--- src/verilog/plusTooMem_settings.svh ---
// build-wide sizes; PT_RESET_HOLD must be at least 1 and windows hold 2^PT_WINDOW_BITS words each
`ifndef PLUS_TOO_MEM_SETTINGS_SVH
`define PLUS_TOO_MEM_SETTINGS_SVH

// ----------------------------------------------------------------------------
// memory geometry
// ----------------------------------------------------------------------------

// log2 of words per window, the store holds four windows
`define PT_WINDOW_BITS 10

// window numbers in the top two store address bits
`define PT_REGION_RAM  2'd0
`define PT_REGION_ROM  2'd1 // system rom image
`define PT_REGION_DISK 2'd2 // floppy image, read byte wide

// ----------------------------------------------------------------------------
// cpu reset
// ----------------------------------------------------------------------------

// cycles cpuResetN stays low after a download or after rstN
`define PT_RESET_HOLD 16

`endif

--- src/verilog/downloadPkg.sv ---
// types of the byte stream from the io controller; one image per download, no framing here
`default_nettype none

package downloadPkg;

	// which image the io controller is sending
	typedef enum logic {
		imgRom  = 1'b0, // system rom
		imgDisk = 1'b1  // floppy disk image
	} imageIndex_e;

	// one streamed byte, tagged with its image
	typedef struct packed {
		imageIndex_e index; // must match the index given at dlStart
		logic [7:0]  data;
	} dlByte_t;

endpackage

`default_nettype wire

--- src/verilog/memMapPkg.sv ---
// memory map types; strobes uds and lds are active high here, not the bus's active-low pins
`default_nettype none
`include "plusTooMem_settings.svh"

package memMapPkg;

	// ------------------------------------------------------------------------
	// data word
	// ------------------------------------------------------------------------

	typedef struct packed {
		logic [7:0] hi; // even byte address
		logic [7:0] lo; // odd byte address
	} bytePair_t;

	// whole word for ram/rom, byte pair for disk image reads
	typedef union packed {
		logic [15:0] word;
		bytePair_t   bytes;
	} memWord_u;

	// ------------------------------------------------------------------------
	// bus and store ports
	// ------------------------------------------------------------------------

	// store window, lives in the top two address bits
	typedef enum logic [1:0] {
		regionRam  = `PT_REGION_RAM,
		regionRom  = `PT_REGION_ROM,
		regionDisk = `PT_REGION_DISK
	} region_e;

	// one cpu bus cycle
	typedef struct packed {
		logic [21:0] addr;     // byte address
		logic        uds;      // upper byte lane
		logic        lds;      // lower byte lane
		logic        write;
		logic        romSel;   // rom window
		logic        extraRom; // disk image, byte wide
		logic [15:0] wdata;
	} memReq_t;

	// one write into the word store
	typedef struct packed {
		logic [`PT_WINDOW_BITS+1:0] addr;   // window number on top
		logic [1:0]                 laneEn; // [1] hi byte, [0] lo byte
		memWord_u                   data;
	} storeWrite_t;

endpackage

`default_nettype wire

--- src/verilog/downloadAssembler.sv ---
// pairs bytes high first into words; an odd last byte is dropped and the word address wraps
`timescale 1ns/1ps
`default_nettype none
`include "plusTooMem_settings.svh"

module downloadAssembler (
	input  wire                           clk8,
	input  wire                           rstN,
	input  wire                           dlStart,     // one cycle, opens a download
	input  wire downloadPkg::imageIndex_e dlIndex,
	input  wire                           dlByteValid, // one cycle per byte
	input  wire downloadPkg::dlByte_t     dlByte,
	input  wire                           dlEnd,       // one cycle, closes it
	output logic                          downloading,
	output logic                          dlWrite,     // one cycle per word
	output memMapPkg::storeWrite_t        dlWord,
	output downloadPkg::imageIndex_e      dlImage
);
	import downloadPkg::*;

	logic [7:0]                 hiByte;  // first byte of the pair
	logic                       phase;   // set while hiByte is held
	logic [`PT_WINDOW_BITS-1:0] wordCnt; // window-local word address

	wire byteTake = dlByteValid && downloading;

	// ------------------------------------------------------------------------
	// control state
	// ------------------------------------------------------------------------

	always_ff @(posedge clk8 or negedge rstN) begin
		if (!rstN) begin
			downloading <= 1'b0;
			dlWrite     <= 1'b0;
			phase       <= 1'b0;
			wordCnt     <= '0;
			dlImage     <= imgRom;
		end else begin
			dlWrite <= 1'b0; // strobe
			if (dlStart) begin
				downloading <= 1'b1;
				phase       <= 1'b0;
				wordCnt     <= '0; // each image starts at word 0
				dlImage     <= dlIndex;
			end else if (byteTake) begin
				phase <= ~phase;
				if (phase) begin // second byte completes the word
					dlWrite <= 1'b1;
					wordCnt <= wordCnt + 1'b1; // wraps in window
				end
			end
			if (dlEnd)
				downloading <= 1'b0; // end wins over a same-cycle start
		end
	end

	// ------------------------------------------------------------------------
	// word payload
	// ------------------------------------------------------------------------

	always_ff @(posedge clk8) begin
		if (byteTake && !phase)
			hiByte <= dlByte.data; // even address byte
		if (byteTake && phase) begin
			dlWord.addr      <= {2'b00, wordCnt}; // window added by the mux
			dlWord.laneEn    <= 2'b11;
			dlWord.data.word <= {hiByte, dlByte.data};
		end
	end

	// stream protocol from the io controller
	byteInsideDownload: assert property (@(posedge clk8) disable iff (!rstN)
		dlByteValid |-> downloading);
	byteMatchesImage: assert property (@(posedge clk8) disable iff (!rstN)
		dlByteValid && downloading |-> dlByte.index == dlImage);

endmodule

`default_nettype wire

--- config.mk ---
export PLATFORM = sky130hd
export DESIGN_NAME = downloadAssembler
export DESIGN_NICKNAME = d
export VERILOG_FILES = /design/src/verilog/downloadPkg.sv /design/src/verilog/memMapPkg.sv /design/src/verilog/downloadAssembler.sv
export VERILOG_INCLUDE_DIRS = /design/src /design/src/verilog
export SDC_FILE = /design/constraint.sdc
export NUM_CORES = 1
export LEC_CHECK = 0
export BUFFER_PORTS_ARGS = -buffer_cell sky130_fd_sc_hd__buf_2
export CORE_UTILIZATION = 45
export DETAILED_ROUTE_END_ITERATION = 6
export PLACE_DENSITY_LB_ADDON = 0.1
export SYNTH_ARGS = -nofsm -noshare
export SYNTH_HDL_FRONTEND = slang
export SYNTH_SLANG_ARGS = --single-unit
--- constraint.sdc ---
create_clock -name clk8 -period 1.63 [get_ports clk8]
set_input_delay 0.163 -clock clk8 [delete_from_list [all_inputs] [get_ports clk8]]
set_output_delay 0.163 -clock clk8 [all_outputs]
set_load 0.01 [all_outputs]
* Word level (Yosys, flattened, before mapping)
Index checks and enable logic that the tools add are counted.
Operators by class: add/subtract/negate cells 1, $mul 0, div/mod/pow operators 0, magnitude comparators 0, equal/unequal tests 0, shifts and indexed selects 0, mux-type cells 10, bitwise logic cells 1, reduce and logical (&&, ||, !) cells 8
Operators with widths (number):
- $mux 10 | 3
- $add 10x1->10 const B | 1
- $mux 1 | 7
- $reduce_bool 2->1 | 3
- $logic_and 1x1->1 | 3
- $reduce_and 2->1 | 1
- $logic_not 1->1 | 1
- $not 1->1 | 1
Storage, ports and cells: register bits 48, latch bits 0, RAM bits 0, memory bits (read-only) 0, input bits 15, output and inout port bits 33, word-level logic and storage cells 28, memories kept 0

* Longest topological paths before layout
depth in word-level cells 4, gate-level depth with buffers 4, gate-level depth less buffers 4

* Least setup slack after synthesis
No wires, ideal clock.
path type register -> register, start point reg downloading, end point reg dlWord[0] in the netlist's numbering, enable pin, setup time 0.381 ns, arrival 1.217 ns, data required time 1.249 ns, setup slack 0.032 ns, stages on the path, launching flop included 3, buffers on the path 0, clock period less this slack 1.598 ns, cells stage by stage dfrtp_1 > nand3_4 > inv_1
On the way: cells in the longest elaborated chain, start to end 2
RTL lines:
- start: declaration | line downloadAssembler.sv:14 | output logic downloading,
- start signal: assignment | line downloadAssembler.sv:33 | downloading <= 1'b0;
- start signal: assignment | line downloadAssembler.sv:41 | downloading <= 1'b1;
- start signal: assignment | line downloadAssembler.sv:53 | downloading <= 1'b0;
- $logic_and 1x1->1 | line downloadAssembler.sv:25 | wire byteTake = dlByteValid && downloading;
- $logic_and 1x1->1 | line downloadAssembler.sv:64 | if (byteTake && phase) begin
- end: declaration | line downloadAssembler.sv:16 | output memMapPkg::storeWrite_t dlWord,
No other way between the ends. A chain may end at the register's enable or synchronous reset.

* Final worst setup path
start point reg wordCnt[1], end point reg wordCnt[8]
On the way: cells in the longest elaborated chain, start to end 4
RTL lines:
- start: declaration | line downloadAssembler.sv:23 | logic [`PT_WINDOW_BITS-1:0] wordCnt;
- start signal: assignment | line downloadAssembler.sv:49 | wordCnt <= wordCnt + 1'b1;
- $add 10x1->10 | line downloadAssembler.sv:49
- $mux 10 | line downloadAssembler.sv:47 | if (phase) begin
- $mux 10 | line downloadAssembler.sv:45 | end else if (byteTake) begin
- $mux 10 | line downloadAssembler.sv:40 | if (dlStart) begin
No other way between the ends. The select of a mux whose other input is x is not followed.

==> metrics.md <==
| Metric | Value |
|---|---|
| Most used flip-flop cell after synthesis | edfxtp_1 |
| Largest net degree at the start of global routing | 27 |
| CTS tree | done |
| Diode count | 0 |
| Hold WC Path Type | input pin to register |
| DRC viols | 0 |
| Hold Path Stages | 1 |
| Crit-path max FO | 7 |
| Die ar. | 4110 um2 |
| Gate power share | 0.038 |
| Reg power frac | 0.589 |
| Clk root buf | clkbuf_8 |
| Area occupied by multi-input gates | 325 um2 |
| Final Max Slew Viols | 0 |
| Max Cap Violations | 0 |
| Area grow syn2layout | 24.4% |
| Startpoint class of the critical path | register |
| Worst setup path class | register to register |
| Total of fill cells in the finished design | approximately 320 |
| Worst hold endpoint | hiByte[3] |
| Fin. Hold Viols | 0 |
| Setup tns final | 0 ns |
| Switching part of the total power | 0.185 |
| Max incr delay on CP | roughly 0.54 ns |
| Worst Setup End Kind | register |
| Number of synthesized flops with an enable pin | 34 |
| Synthesized area per cell | around 17 um2 |
| Post-synthesis register bit count | 48 |
| Max clock buf depth | 2 |
| Final min period | 1.55 ns |
| Vias | 979 |
| FF+latch area | 1370 um2 |
| Max frequency | 644 MHz |
| Post-Syn Area | 1730 um2 |
| Detailed router's first-iteration violation count | 40 |
| Die Wd | around 64 um |
| Drt pass-1 iters | 4 |
| Synth async-reset ratio | 0.292 |
| Global-route wire length before repair | 4.35 mm |
| Clk slew on worst S/H paths | 0.08 ns |
| Share of cells above drive strength 1 | 0.382 |
| Area leader, netlist | edfxtp_1 |
| Hold_buf cts | 2 |
| Rows | 22 |
| Initial antenna violation count | 0 |
| HP Start | dlByte[3] |
| Port-buffer cells | 42 |
| WL per Instance | 12.8 um |
| Num ports | 48 |
| Vias in the first global route | between 900 and 1000 |
| CP bufs+invs | 0 |
| RSZ-0062 raised after global routing | no |
| CP max-delay cell | or4_1 |
| Detailed Place HPWL | 1.85 mm |
| Final core occ | 0.585 |
| Status | finished clean |
| GP Congestion | 0.725 |
| Max IR drop VDD | 0.532 mV |
| Reg-to-reg startpoint | wordCnt[1] |
| Clk pwr share | 0.374 |
| Clock sinks | 48 |
| Family with the most delay on the worst path | simple AND/OR/NAND/NOR gates |
| Initial Utilization | 0.470 |
| Most frequent cells after synthesis | edfxtp_1, dfrtp_1, nor2_1 |
| Crit-path cells | ha_1 > nand4_4 > or4_1 > a21oi_1 |
| Post-CTS sizing | 0 |
| Critical R2R Capture | wordCnt[8] |
| Sequential area share after synthesis | 0.791 |
| Net Sw Power | 0.000422 W |
| Overall routed net length | 2.62 mm |
| R2r setup slk | roughly 0.078 ns |
| Worst Path Arrival | 1.77 ns |
| Total track usage | 0.146 |
| Syn Inst Count | 104 |
| Post-route ant nets | 0 |
| Core area | 3690 um2 |
| Power per Cell Area | 1060 nW/um2 |
| Crit path depth | 4 |
| Final setup viols | 0 |
| Total CTS buffers | 5 |
| Number of synthesis warnings | 0 |
| Cells on worst reg2reg path | 4 |
| Top-count cell post-synth | edfxtp_1 |
| Synth cell types | 24 |
| Vias per cell | 4.78 |
| Final period util | 0.952 |
| Leak pwr | roughly 0.86 nW |
| Htree depth | 2 |
| Req. time, crit path | 1.84 ns |
| Setup Buffers After CTS | 0 |
| Share of the synthesized area in the top cell type | 0.589 |
| Clock latency at the later pin of the worst-skew pair | just under 0.3 ns |
| Int Pwr | 0.00186 W |
| GRT overflow | 0 |
| Final nets | 172 |
| Die Ht | 64.1 um |
| Synth area leaders | edfxtp_1, dfrtp_1, nor2_1 |
| Total power | 0.00228 W |
| Skew final | 0.00271 ns |
## power groups by stage
stage | Clock (W) | Sequential (W) | Combinational (W)
6_report | 0.000852 | 0.00134 | 0.0000855
5_1_grt | 0.000929 | 0.00134 | 0.0000961
4_1_cts | 0.000888 | 0.00134 | 0.0000873
3_5_place_dp | 0 | 0.00137 | 0.0000834
3_3_place_gp | 0 | 0.00137 | 0.0000809
2_1_floorplan | 0 | 0.00138 | 0.0000322
## layout make-up
class,instances,share of cell area
flip-flops and latches,48,0.636
well taps,48,0.0278
repair buffers,48,0.126
clock buffers,6,0.0383
inverters,3,0.00522
multi-input cells,50,0.151
clock inverters,2,0.0157
## per-layer routing
| metal | part of all wire | global-route usage | vias to the layer above |
|---|---|---|---|
| li1 | - | - | 480 |
| met1 | 0.43 | 0.183 | 460 |
| met2 | 0.49 | 0.230 | 35 |
| met3 | 0.063 | 0.0446 | 4 |
| met4 | 0.015 | 0.0682 | 0 |
| met5 | 0 | 0 | - |
## registers in the layout (all words and copies together), names as in the netlist
signal	count
dlWord	26
wordCnt	10
downloading	1
dlWrite	1
phase	1
hiByte	8
dlImage	1
## worst max-delay path by stage
stage	start	slack [ns]	to
global route	wordCnt[1]	0.004	wordCnt[8]
CTS	wordCnt[1]	0.07	wordCnt[8]
finish	wordCnt[1]	0.08	wordCnt[8]
global placement	wordCnt[3]	0.15	wordCnt[9]
floorplan	downloading	0.03	dlWord[0]
detailed placement	wordCnt[1]	0.1	wordCnt[8]
## cells in the final DEF, fill, tap and decap left out
| cell type | Yosys | final |
|---|---|---|
| xor2_1 | 2 | 2 |
| bufinv_16 | 0 | 1 |
| edfxtp_1 | 34 | 34 |
| nand3_1 | 2 | 2 |
| nor2_1 | 10 | 10 |
| nand4_1 | 1 | 1 |
| buf_2 | 0 | 42 |
| nand3_4 | 1 | 1 |
| o21ai_0 | 2 | 2 |
| or4_1 | 3 | 3 |
| buf_12 | 0 | 1 |
| mux2_2 | 3 | 3 |
| inv_1 | 3 | 3 |
| a21oi_1 | 5 | 5 |
| dfrtp_1 | 14 | 14 |
| buf_4 | 4 | 3 |
| mux2i_1 | 1 | 1 |
| clkinv_1 | 0 | 1 |
| nor2b_1 | 2 | 2 |
| clkbuf_8 | 0 | 6 |
| nor4_1 | 2 | 2 |
| dlygate4sd3_1 | 0 | 2 |
| o31ai_1 | 3 | 3 |
| nand2_1 | 4 | 4 |
| xnor2_1 | 1 | 1 |
| or3_2 | 2 | 2 |
| nand4_4 | 1 | 1 |
| ha_1 | 1 | 1 |
| conb_1 | 2 | 4 |
## metrics by stage
| stage | std cells | hold WS, ns | setup slack [ns] | instance area [um2] |
|---|---|---|---|---|
| 6_report | 205 | 0.0578 | 0.0782 | 2160 |
| 5_1_grt | 205 | 0.0458 | 0.00449 | 2160 |
| 4_1_cts | 205 | 0.0482 | 0.0736 | 2160 |
| 3_5_place_dp | 195 | 0.0814 | 0.0961 | 2020 |
| 3_3_place_gp | 195 | 0.0729 | 0.147 | 2020 |
| 2_1_floorplan | 106 | -0.133 | 0.0321 | 1740 |
## cells by family after synthesis
| group | after synthesis | share of synthesized area |
|---|---|---|
| buf+inv | 8 | 0.0260 |
| compound gates | 10 | 0.0332 |
| fa+ha+maj | 1 | 0.00721 |
| other cells | 2 | 0.00433 |
| xor+xnor | 3 | 0.0152 |
| simple gates | 28 | 0.0981 |
| mux | 4 | 0.0253 |
| flops | 48 | 0.791 |
(Power assumes the default switching activity.)
