File: config.mk
export PLATFORM = sky130hd
export DESIGN_NAME = readReturn
export DESIGN_NICKNAME = d
export VERILOG_FILES = /design/src/verilog/memMapPkg.sv /design/src/verilog/readReturn.sv
export VERILOG_INCLUDE_DIRS = /design/src /design/src/verilog
export SDC_FILE = /design/constraint.sdc
export NUM_CORES = 1
export LEC_CHECK = 0
export ABC_AREA = 1
export BUFFER_PORTS_ARGS = -buffer_cell sky130_fd_sc_hd__buf_2
export CAP_MARGIN = 10
export CORE_MARGIN = 3
export CORE_UTILIZATION = 46
export CTS_CLUSTER_SIZE = 28
export DETAILED_ROUTE_END_ITERATION = 6
export PLACE_DENSITY_LB_ADDON = 0.15
export SKIP_LAST_GASP = 1
export SLEW_MARGIN = 20
export SYNTH_ARGS = -nofsm -noshare
export SYNTH_HDL_FRONTEND = slang
export SYNTH_SLANG_ARGS = --single-unit
File: constraint.sdc
create_clock -name clk8 -period 0.8 [get_ports clk8]
set_clock_uncertainty 0.05 [all_clocks]
set_input_delay 0.12 -clock clk8 [delete_from_list [all_inputs] [get_ports clk8]]
set_output_delay 0.12 -clock clk8 [all_outputs]
set_load 0.02 [all_outputs]
File: src/verilog/plusTooMem_settings.svh
// build-wide sizes; PT_RESET_HOLD must be at least 1 and windows hold 2^PT_WINDOW_BITS words each
`ifndef PLUS_TOO_MEM_SETTINGS_SVH
`define PLUS_TOO_MEM_SETTINGS_SVH

// ----------------------------------------------------------------------------
// memory geometry
// ----------------------------------------------------------------------------

// log2 of words per window, the store holds four windows
`define PT_WINDOW_BITS 10

// window numbers in the top two store address bits
`define PT_REGION_RAM  2'd0
`define PT_REGION_ROM  2'd1 // system rom image
`define PT_REGION_DISK 2'd2 // floppy image, read byte wide

// ----------------------------------------------------------------------------
// cpu reset
// ----------------------------------------------------------------------------

// cycles cpuResetN stays low after a download or after rstN
`define PT_RESET_HOLD 16

`endif

File: src/verilog/memMapPkg.sv
// memory map types; strobes uds and lds are active high here, not the bus's active-low pins
`default_nettype none
`include "plusTooMem_settings.svh"

package memMapPkg;

	// ------------------------------------------------------------------------
	// data word
	// ------------------------------------------------------------------------

	typedef struct packed {
		logic [7:0] hi; // even byte address
		logic [7:0] lo; // odd byte address
	} bytePair_t;

	// whole word for ram/rom, byte pair for disk image reads
	typedef union packed {
		logic [15:0] word;
		bytePair_t   bytes;
	} memWord_u;

	// ------------------------------------------------------------------------
	// bus and store ports
	// ------------------------------------------------------------------------

	// store window, lives in the top two address bits
	typedef enum logic [1:0] {
		regionRam  = `PT_REGION_RAM,
		regionRom  = `PT_REGION_ROM,
		regionDisk = `PT_REGION_DISK
	} region_e;

	// one cpu bus cycle
	typedef struct packed {
		logic [21:0] addr;     // byte address
		logic        uds;      // upper byte lane
		logic        lds;      // lower byte lane
		logic        write;
		logic        romSel;   // rom window
		logic        extraRom; // disk image, byte wide
		logic [15:0] wdata;
	} memReq_t;

	// one write into the word store
	typedef struct packed {
		logic [`PT_WINDOW_BITS+1:0] addr;   // window number on top
		logic [1:0]                 laneEn; // [1] hi byte, [0] lo byte
		memWord_u                   data;
	} storeWrite_t;

endpackage

`default_nettype wire

File: src/verilog/readReturn.sv
// shapes one store word per readPending; rdData holds its last value while rdValid is low
`timescale 1ns/1ps
`default_nettype none

module readReturn (
	input  wire                       clk8,
	input  wire                       rstN,
	input  wire                       readPending,
	input  wire                       forceOnes, // download in progress
	input  wire                       byteMode,  // disk image read
	input  wire                       byteSel,   // 1 takes the lo byte
	input  wire memMapPkg::memWord_u  storeData,
	output logic                      rdValid,
	output memMapPkg::memWord_u       rdData
);
	import memMapPkg::*;

	memWord_u shaped;

	// byte reads put the byte on both lanes, cpu uses either strobe
	always_comb begin
		shaped = storeData;
		if (forceOnes)
			shaped.word = 16'hFFFF;
		else if (byteMode) begin
			if (byteSel)
				shaped.bytes.hi = storeData.bytes.lo; // odd byte
			else
				shaped.bytes.lo = storeData.bytes.hi; // even byte
		end
	end

	// ------------------------------------------------------------------------
	// output register
	// ------------------------------------------------------------------------

	always_ff @(posedge clk8 or negedge rstN) begin
		if (!rstN)
			rdValid <= 1'b0;
		else
			rdValid <= readPending;
	end

	always_ff @(posedge clk8) begin
		if (readPending)
			rdData <= shaped;
	end

endmodule

`default_nettype wire

# [Yosys cells after proc, flatten, opt, wreduce, memory -nomap -nowiden]
# Index checks and enable logic that the tools add are counted.
[word_totals] register_bits=17 input_bits=22 out_inout_bits=17 wordCells=4
[op_classes] muxes=2
[ops] operator="16-bit 2-to-1 mux" count=1
[ops] operator="8-bit 2-to-1 mux" count=1

# [Logic depth before layout (Yosys ltp)]
# Gate-level depths: netlist (run 1).
[logic_depth] word_depth=2 mapped_depth=5 depth_no_buf=4

# [Worst setup path after synthesis (run 1)]
# No wires, ideal clock.
[synth_path] path_type="in2reg" from="input forceOnes" to="register rdData[10] (netlist bit), data pin" setup_ns=0.255 arrival_ns=0.570 t_required_ns=0.495 slack_ns=-0.074 stages=4 path_buffers=2 path_cell_list="clkbuf_2 -> buf_4 -> a21oi_2 -> nand2_1"
[synth_lines] item="from (decl)" line="readReturn.sv:9" rtl="input wire forceOnes,"
[synth_lines] item="to (signal assigned)" line="readReturn.sv:46" rtl="rdData <= shaped;"
[synth_lines] item="to (decl)" line="readReturn.sv:14" rtl="output memMapPkg::memWord_u rdData"

# [Worst setup path in the final report (run 1)]
[layout_path] from="register rdData[12] (netlist bit)" to="output rdData[12] (netlist bit)"
# No word-level cell between the ends.

==> reports/results.txt, run 1 <==
status -> finished with violations
failing checks -> negative setup slack
Detailed Route WL -> 1790 µm
Leak -> 0.585 nW
Crit. End Element -> output pin
commonest non-fill, non-tap cell in the layout -> buf_2
CTS root buffer -> clkbuf_4
Slowest cell on crit path -> edfxtp_1
FILL cells -> 173
post-DR wirelength/cell -> 11.0 µm
CTS tree -> yes
Clock Sinks -> 17
synth-to-layout area growth -> 31.0%
Worst slew margin -> 0.750
PortBufs -> 38
DR pass1 iterations -> 4
Achievable Freq -> 1.01 GHz
top cell type's share of synthesized area -> 0.527
Multi-input gate area -> 278 µm²
Nets -> 161
Tot GR Track Use -> 0.152
crit-path leading delay family -> flip-flops
worst hold slack -> 0.0760 ns
Critical Path AT -> 0.82 ns
syn nets -> 118
commonest cells after routing, fill and taps aside -> buf_2 (34), nand2_1 (32), inv_1 (16), edfxtp_1 (16), a21oi_2 (10)
min Tclk post-route -> 0.990 ns
area leader, netlist -> edfxtp_1
synth warn -> 0
share of layout cells above drive strength 1 -> 0.413
DP Wirelength -> 1350 µm
initial antenna violation count -> 0
critical path class -> flip-flop to output pin
fin worst setup slack -> -0.190 ns
H-tree levels -> 1
Post-DP Area -> 1130 µm²
Worst-Margin Slew -> 0.375 ns
CP Max Fanout -> 1
cell row count -> 15
finished layout cell area -> 1190 µm²
RSZ-0062 raised after global routing -> true
Mapped Cells -> 96
effective utilization at floorplan -> 0.506
cell-by-cell trace of the critical path -> buf_6
Worst EP required -> 0.63 ns
fin. max-slew vios -> 0
fin crit share -> 1.24
largest net degree at the start of global routing -> 18
vias in the first global route -> 685
Placer Congestion -> 0.721
ANT nets after route -> 0
Iter 0 DRT Violations -> 20
max_cap viols -> 0
Longest Clk Path Bufs -> 2
Setup Viol. Count Final -> 17
io pins -> 39
Die H -> 50.5 µm
power density cells -> 1680 nW/µm²
Yosys reg bits -> 17
Hold Path Class -> input port to asynchronous set/reset pin
syn_area_per_cell -> 9.49 µm²
Final Hold Fails -> 0
storage element area -> 505 µm²
dpl cells -> 158
crit path buf inv count -> 1
Remaining Overflow, GRT -> 0
Post-Syn Area -> 911 µm²
# Post-CTS Setup Buffers -> 0
Die W -> 50.5 µm
Num CTS Buffers -> 3
vias per cell -> 4.72
core area -> 1800 µm²
CP peak stage delay -> 0.39 ns
Worst-path clk slew -> 0.09 ns
sequential fraction of the synthesis area -> 0.555
DP Worst Slack -> -0.109 ns
total power -> 2.00 mW
Die ar. -> 2550 µm²
cells taking the most area after synthesis -> edfxtp_1 (53%), nand2_1 (13%), a21oi_2 (9.6%)
CP Launch Type -> flip-flop
fin cells -> 163
# diodes -> 0
Vias -> 769
maximum VDD drop -> 0.827 mV
drt drc -> 0
first-pass GRT wire length -> 2940 µm
Synth cell types -> 12
registers in the layout, summed over array words and instances, names as in the netlist:
name	count
rdData	16
rdValid	1
report_power, final:
part / switching [mW] / leakage (nW) / internal (mW)
registers: 0.0175 / 0.170 / 1.06
logic: 0.283 / 0.400 / 0.192
clock network: 0.255 / 0.0150 / 0.193
total: 0.556 / 0.585 / 1.45
cell families (layout without fill, tap and decap cells):
| family | count (synthesis) | after routing | synth area share |
|---|---|---|---|
| and+or+nand+nor | 40 | 40 | 0.176 |
| DFF | 17 | 17 | 0.555 |
| AOI/OAI and AO/OA | 16 | 16 | 0.129 |
| buffers and inverters | 23 | 65 | 0.140 |
layout make-up:
| type | count | area share |
|---|---|---|
| timing repair buffer | 43 | 0.235 |
| multi-input combinational | 56 | 0.233 |
| sequential | 17 | 0.423 |
| inverter | 18 | 0.0608 |
| tap | 25 | 0.0262 |
| clock buffer | 4 | 0.0220 |
routing by layer:
layer	share of wire	global-route usage	up-vias
met5	0	0	-
met4	0.0067	0.0538	0
met3	0.093	0.0326	2
met2	0.50	0.263	33
met1	0.39	0.184	343
li1	-	-	391
worst max-delay path by stage:
stage	to	slack [ns]	from	cells after the start
floorplan	rdData[10]	-0.04	byteMode	5
global placement	rdData[7]	-0.06	byteSel	5
detailed placement	rdData[5]	-0.11	byteSel	5
CTS	rdData[3]	-0.20	rdData[3]	1
global route	rdData[12]	-0.25	rdData[12]	1
finish	rdData[12]	-0.19	rdData[12]	1
synthesized netlist by cell type (all sizes together):
cell    number
dfrtp        1
a21oi       16
clkbuf       1
nand2       32
nand3        8
buf          4
edfxtp      16
inv         18
through the flow:
step	util	TNS, ns
6_report	0.663	-3.01
5_1_grt	0.663	-3.63
2_1_floorplan	-	-0.380
3_5_place_dp	0.628	-1.20
4_1_cts	0.652	-3.07
3_3_place_gp	0.628	-0.849
timing repair:
action                                 4_1_cts  5_1_grt
setup endpoints to repair                   17       17
gates resized for setup                      2        6
endpoints found under the hold margin        1        0
hold buffers                                 1        0
Note: power is estimated with default switching activity, not from simulation.
==> run 2: changes to the inputs <==
--- a/config.mk
+++ b/config.mk
@@ -10,7 +10,7 @@
 export BUFFER_PORTS_ARGS = -buffer_cell sky130_fd_sc_hd__buf_2
 export CAP_MARGIN = 10
+export CORE_ASPECT_RATIO = 2
 export CORE_MARGIN = 3
-export CORE_UTILIZATION = 46
-export CTS_CLUSTER_SIZE = 28
+export CORE_UTILIZATION = 26
 export DETAILED_ROUTE_END_ITERATION = 6
 export PLACE_DENSITY_LB_ADDON = 0.15
--- a/constraint.sdc
+++ b/constraint.sdc
@@ -3,3 +3,3 @@
 set_input_delay 0.12 -clock clk8 [delete_from_list [all_inputs] [get_ports clk8]]
 set_output_delay 0.12 -clock clk8 [all_outputs]
-set_load 0.02 [all_outputs]
+set_load 0.01 [all_outputs]
==> run 2 against run 1 <==
The run still ends with negative setup slack left. Power up 5.6%. Clock-buffer cell count down 1. Cell count up 4.3%. Critical path type unchanged. Combinational power down 15%. Utilization down 29 points.
==> reports/results.txt, run 2 (synthesized netlist as in run 1, its figures left out) <==
status -> finished with violations
failing checks -> negative setup slack
crit-path leading delay family -> flip-flops
total power -> 2.11 mW (+5.6%)
Nets -> 162 (+0.62%)
register with the most flip-flops -> rdData
Vias -> 765 (-0.52%)
fin worst setup slack -> -0.132 ns (+0.0588 ns)
H-tree levels -> 1 (unchanged)
# diodes -> 0 (unchanged)
CP Max Fanout -> 1 (unchanged)
utilization after layout -> 0.369 (-0.294)
Crit. End Element -> output pin
Longest Clk Path Bufs -> 2 (unchanged)
min Tclk post-route -> 0.932 ns (-0.0588 ns)
Placer Congestion -> 0.689 (-4.5%)
Top Registers -> rdData: 16 flops, rdValid: 1 flops
DP Worst Slack -> -0.104 ns (+0.00500 ns)
FILL cells -> 371 (+110%)
core area -> 3270 µm² (+81%)
Worst-path clk slew -> 0.07 ns (-0.02 ns)
# Post-CTS Setup Buffers -> 0 (unchanged)
Remaining Overflow, GRT -> 0 (unchanged)
fin. max-slew vios -> 0 (unchanged)
max_cap viols -> 0 (unchanged)
DP Wirelength -> 1570 µm (+16%)
storage element area -> 505 µm² (unchanged)
io pins -> 39 (unchanged)
synth-to-layout area growth -> 32.1%
Die H -> 89.7 µm (+78%)
share of layout cells above drive strength 1 -> 0.424 (+0.0114)
Setup Viol. Count Final -> 17 (unchanged)
Die W -> 47.9 µm (-5.2%)
CP peak stage delay -> 0.37 ns (-0.02 ns)
power density cells -> 1760 nW/µm² (+4.8%)
Leak -> 0.592 nW (+1.2%)
Worst EP required -> 0.63 ns (about the same)
Worst slew margin -> 0.733 (-0.0172)
crit path buf inv count -> 1 (unchanged)
cell row count -> 29 (+14)
vias in the first global route -> 753 (+9.9%)
RSZ-0062 raised after global routing -> true
Slowest cell on crit path -> edfxtp_1
PortBufs -> 38 (unchanged)
fin crit share -> 1.16 (-0.0734)
effective utilization at floorplan -> 0.279 (-0.227)
maximum VDD drop -> 0.685 mV (-17%)
Clock Sinks -> 17 (unchanged)
largest net degree at the start of global routing -> 18 (unchanged)
Achievable Freq -> 1.07 GHz (+6.3%)
Sum Neg Setup Slack -> -1.96 ns (+1.05 ns)
Tot GR Track Use -> 0.107 (-0.0442)
Num CTS Buffers -> 3 (unchanged)
CTS tree -> yes
commonest non-fill, non-tap cell in the layout -> buf_2
Hold Path Class -> input port to asynchronous set/reset pin
commonest cells after routing, fill and taps aside -> buf_2 (38), nand2_1 (32), inv_1 (16), edfxtp_1 (16), a21oi_2 (10)
first-pass GRT wire length -> 3440 µm (+17%)
cell-by-cell trace of the critical path -> buf_2
Final Hold Fails -> 0 (unchanged)
initial antenna violation count -> 0 (unchanged)
Critical Path AT -> 0.76 ns (-0.06 ns)
CTS root buffer -> clkbuf_8
drt drc -> 0 (unchanged)
Worst-Margin Slew -> 0.401 ns (+0.0258 ns)
critical path class -> flip-flop to output pin
Detailed Route WL -> 1970 µm (+10%)
CP Launch Point -> rdData[0]
ANT nets after route -> 0 (unchanged)
vias per cell -> 4.50 (-4.6%)
Iter 0 DRT Violations -> 6 (-70%)
CP Launch Type -> flip-flop
DR pass1 iterations -> 4 (unchanged)
post-DR wirelength/cell -> 11.6 µm (+5.9%)
Largest register FFs -> 16 (unchanged)
Die ar. -> 4290 µm² (+68%)
Multi-input gate area -> 278 µm² (unchanged)
worst hold slack -> 0.115 ns (+0.0395 ns)
==> run 2: cell types whose count changed in the layout (fill, tap and decap cells not counted), sizes merged <==
cell    before  now
buf         42   43
clkbuf       4    3
clkinv       0    1
==> run 2: through the flow <==
step,instances,cell area [µm²]
floorplan,96,932
global placement,165,1150
detailed placement,165,1150
CTS,170,1200
global route,170,1200
finish,170,1200
==> run 2: area by class of cell <==
cell class | count | area share
Clock inverter | 1 | 0.00416
Tap cell | 31 | 0.0322
Clock buffer | 3 | 0.0343
Multi-Input combinational cell | 56 | 0.231
Sequential cell | 17 | 0.420
Timing Repair Buffer | 44 | 0.218
Inverter | 18 | 0.0603
==> run 2: layer usage <==
metal | share of wire | GRT usage | up-vias
li1 | - | - | 392
met1 | 0.37 | 0.127 | 351
met2 | 0.56 | 0.174 | 20
met3 | 0.057 | 0.0120 | 2
met4 | 0.015 | 0.0607 | 0
met5 | 0 | 0 | -
==> run 2: where the power goes <==
part	switching, mW	internal (mW)
registers	0.0147	1.06
clock network	0.291	0.345
logic	0.227	0.175
total	0.533	1.58
==> run 2: path summary, 6_finish.rpt <==
check                       endpoint  slack [ns]  depth (start not counted)
max in group asynchronous    rdValid        0.50                          2
min in group clk8            rdValid        0.12                          2
worst min-delay path         rdValid        0.12                          2
worst max-delay path       rdData[0]       -0.13                          1
==> run 2: what timing repair did <==
| action | in CTS | in global routing |
|---|---|---|
| gates cloned | 0 | 0 |
| hold endpoints to repair | 1 | 0 |
| resized for setup | 0 | 0 |
| hold buffers | 1 | 0 |
| setup endpoints to repair | 17 | 17 |
==> run 3: changes to the inputs <==
Settings changed: CORE_UTILIZATION 26 to 35.
==> run 3 against run 2 <==
The run still ends with negative setup slack left. Utilization rose by 13 points. Sequential power barely moved. Cell count fell by 2.4%. Die area fell by 23%. Critical path type unchanged. Critical endpoint is now rdData[4].
==> reports/results.txt, run 3 (synthesized netlist as in run 1, its figures left out) <==
Top Registers -> rdData: 16 flops, rdValid: 1 flops
Die W -> 42.1 µm (-12%)
H-tree levels -> 1 (unchanged)
commonest cells after routing, fill and taps aside -> buf_2 (37), nand2_1 (32), inv_1 (16), edfxtp_1 (16), a21oi_2 (10)
crit-path leading delay family -> flip-flops
DP Worst Slack -> -0.0959 ns (+0.00809 ns)
Worst-path clk slew -> 0.06 ns (about the same)
cell-by-cell trace of the critical path -> buf_2
CP Max Fanout -> 1 (unchanged)
Worst slew margin -> 0.734 (+0.00112)
CP endpoint -> rdData[4]
Placer Congestion -> 0.735 (+6.7%)
maximum VDD drop -> 1.20 mV (+75%)
Crit. End Element -> output pin
Num CTS Buffers -> 3 (unchanged)
global-route met2 utilization -> 0.245 (+0.0717)
storage element area -> 505 µm² (unchanged)
min Tclk post-route -> 0.941 ns (+0.00955 ns)
Nets -> 162 (unchanged)
power density cells -> 1750 nW/µm² (-0.27%)
effective utilization at floorplan -> 0.378 (+0.0993)
finished layout cell area -> 1200 µm² (unchanged)
initial antenna violation count -> 0 (unchanged)
critical path depth -> 1 (unchanged)
Critical Path AT -> 0.77 ns (about the same)
Slowest cell on crit path -> edfxtp_1
critical path class -> flip-flop to output pin
vias per cell -> 4.67 (+3.9%)
grt met1 use -> 0.135 (+0.00794)
Leak -> 0.592 nW (-0.10%)
Longest Clk Path Bufs -> 2 (unchanged)
Detailed Route WL -> 1910 µm (-2.9%)
status -> finished with violations
Setup Viol. Count Final -> 17 (unchanged)
ANT nets after route -> 0 (unchanged)
Iter 0 DRT Violations -> 22 (+16)
CTS root buffer -> clkbuf_8
# diodes -> 0 (unchanged)
DR pass1 iterations -> 4 (unchanged)
Min-Delay Startpoint -> readPending
Die H -> 78.1 µm (-13%)
DP Wirelength -> 1470 µm (-6.7%)
Largest register FFs -> 16 (unchanged)
core area -> 2410 µm² (-26%)
Vias -> 776 (+1.4%)
cell row count -> 25 (-14%)
share of layout cells above drive strength 1 -> 0.417 (-0.00719)
Worst-Margin Slew -> 0.399 ns (-0.00168 ns)
CP peak stage delay -> 0.37 ns (about the same)
commonest non-fill, non-tap cell in the layout -> buf_2
drt drc -> 0 (unchanged)
max_cap viols -> 0 (unchanged)
Hold Path Class -> input port to flip-flop
Remaining Overflow, GRT -> 0 (unchanged)
failing checks -> negative setup slack
vias in the first global route -> 800 (+6.2%)
Global Route met3 Usage -> 0.0161 (+0.00406)
FILL cells -> 236 (-36%)
Achievable Freq -> 1.06 GHz (-1.0%)
utilization after layout -> 0.500 (+0.131)
Multi-input gate area -> 278 µm² (unchanged)
Die ar. -> 3290 µm² (-23%)
# Post-CTS Setup Buffers -> 0 (unchanged)
CP Launch Point -> rdData[4]
fin. max-slew vios -> 0 (unchanged)
Sum Neg Setup Slack -> -1.99 ns (-0.0225 ns)
Final Hold Fails -> 0 (unchanged)
largest net degree at the start of global routing -> 18 (unchanged)
worst hold slack -> 0.115 ns (-0.000568 ns)
first-pass GRT wire length -> 3370 µm (-2.0%)
Tot GR Track Use -> 0.132 (+0.0245)
CP Launch Type -> flip-flop
CTS tree -> yes
RSZ-0062 raised after global routing -> true
Clock Sinks -> 17 (unchanged)
PortBufs -> 38 (unchanged)
fin worst setup slack -> -0.141 ns (-0.00955 ns)
fin crit share -> 1.18 (+0.0119)
io pins -> 39 (unchanged)
Worst EP required -> 0.63 ns (about the same)
grt peak-use layer -> met2
Post-DP Area -> 1140 µm² (-0.44%)
crit path buf inv count -> 1 (unchanged)
post-DR wirelength/cell -> 11.5 µm (-0.60%)
register with the most flip-flops -> rdData
synth-to-layout area growth -> 32.1% (unchanged)
[run 3: cell types whose count changed in the layout (fill, tap and decap cells not counted), sizes merged]
cell / delta
clkinv: -1
clkbuf: +1
[run 3: power breakdown]
| part | leakage [nW] | switching [mW] | internal [mW] | total [mW] |
|---|---|---|---|---|
| clock | 0.0228 | 0.271 | 0.353 | 0.624 |
| combinational | 0.398 | 0.228 | 0.178 | 0.406 |
| sequential | 0.170 | 0.0159 | 1.06 | 1.08 |
| total | 0.592 | 0.515 | 1.59 | 2.11 |
[run 3: repair_timing]
item                                   CTS  global route
endpoints found under the hold margin    1             0
setup endpoints to repair               17            17
hold buffers                             1             0
gates resized for setup                  0             1
pin swaps                                0             0
[run 3: area by class of cell]
cell class,instances,share of cell area
Inverter,18,0.0603
Tap cell,27,0.0281
Timing Repair Buffer,44,0.223
Sequential cell,17,0.420
Multi-Input combinational cell,56,0.231
Clock buffer,4,0.0374
[run 3: worst min path at each step]
| stage | endpoint | slack [ns] | depth (start not counted) |
|---|---|---|---|
| after CTS | rdData[4] | 0.11 | 3 |
| after global placement | rdValid | -0.16 | 1 |
| after detailed placement | rdValid | -0.15 | 1 |
| final | rdValid | 0.11 | 2 |
| after global routing | rdValid | 0.13 | 2 |
| after floorplan | rdValid | -0.23 | 0 |
[run 3: stage by stage]
step | std cells | total power, mW
final | 166 | 2.11
after global routing | 166 | 2.21
after CTS | 166 | 2.13
after detailed placement | 161 | 1.50
after global placement | 161 | 1.49
after floorplan | 96 | 1.33
[run 3: per-layer routing]
| layer | vias up | share of wire |
|---|---|---|
| met5 | - | 0 |
| met4 | 0 | 0.024 |
| met3 | 4 | 0.048 |
| met2 | 25 | 0.58 |
| met1 | 353 | 0.35 |
| li1 | 394 | - |
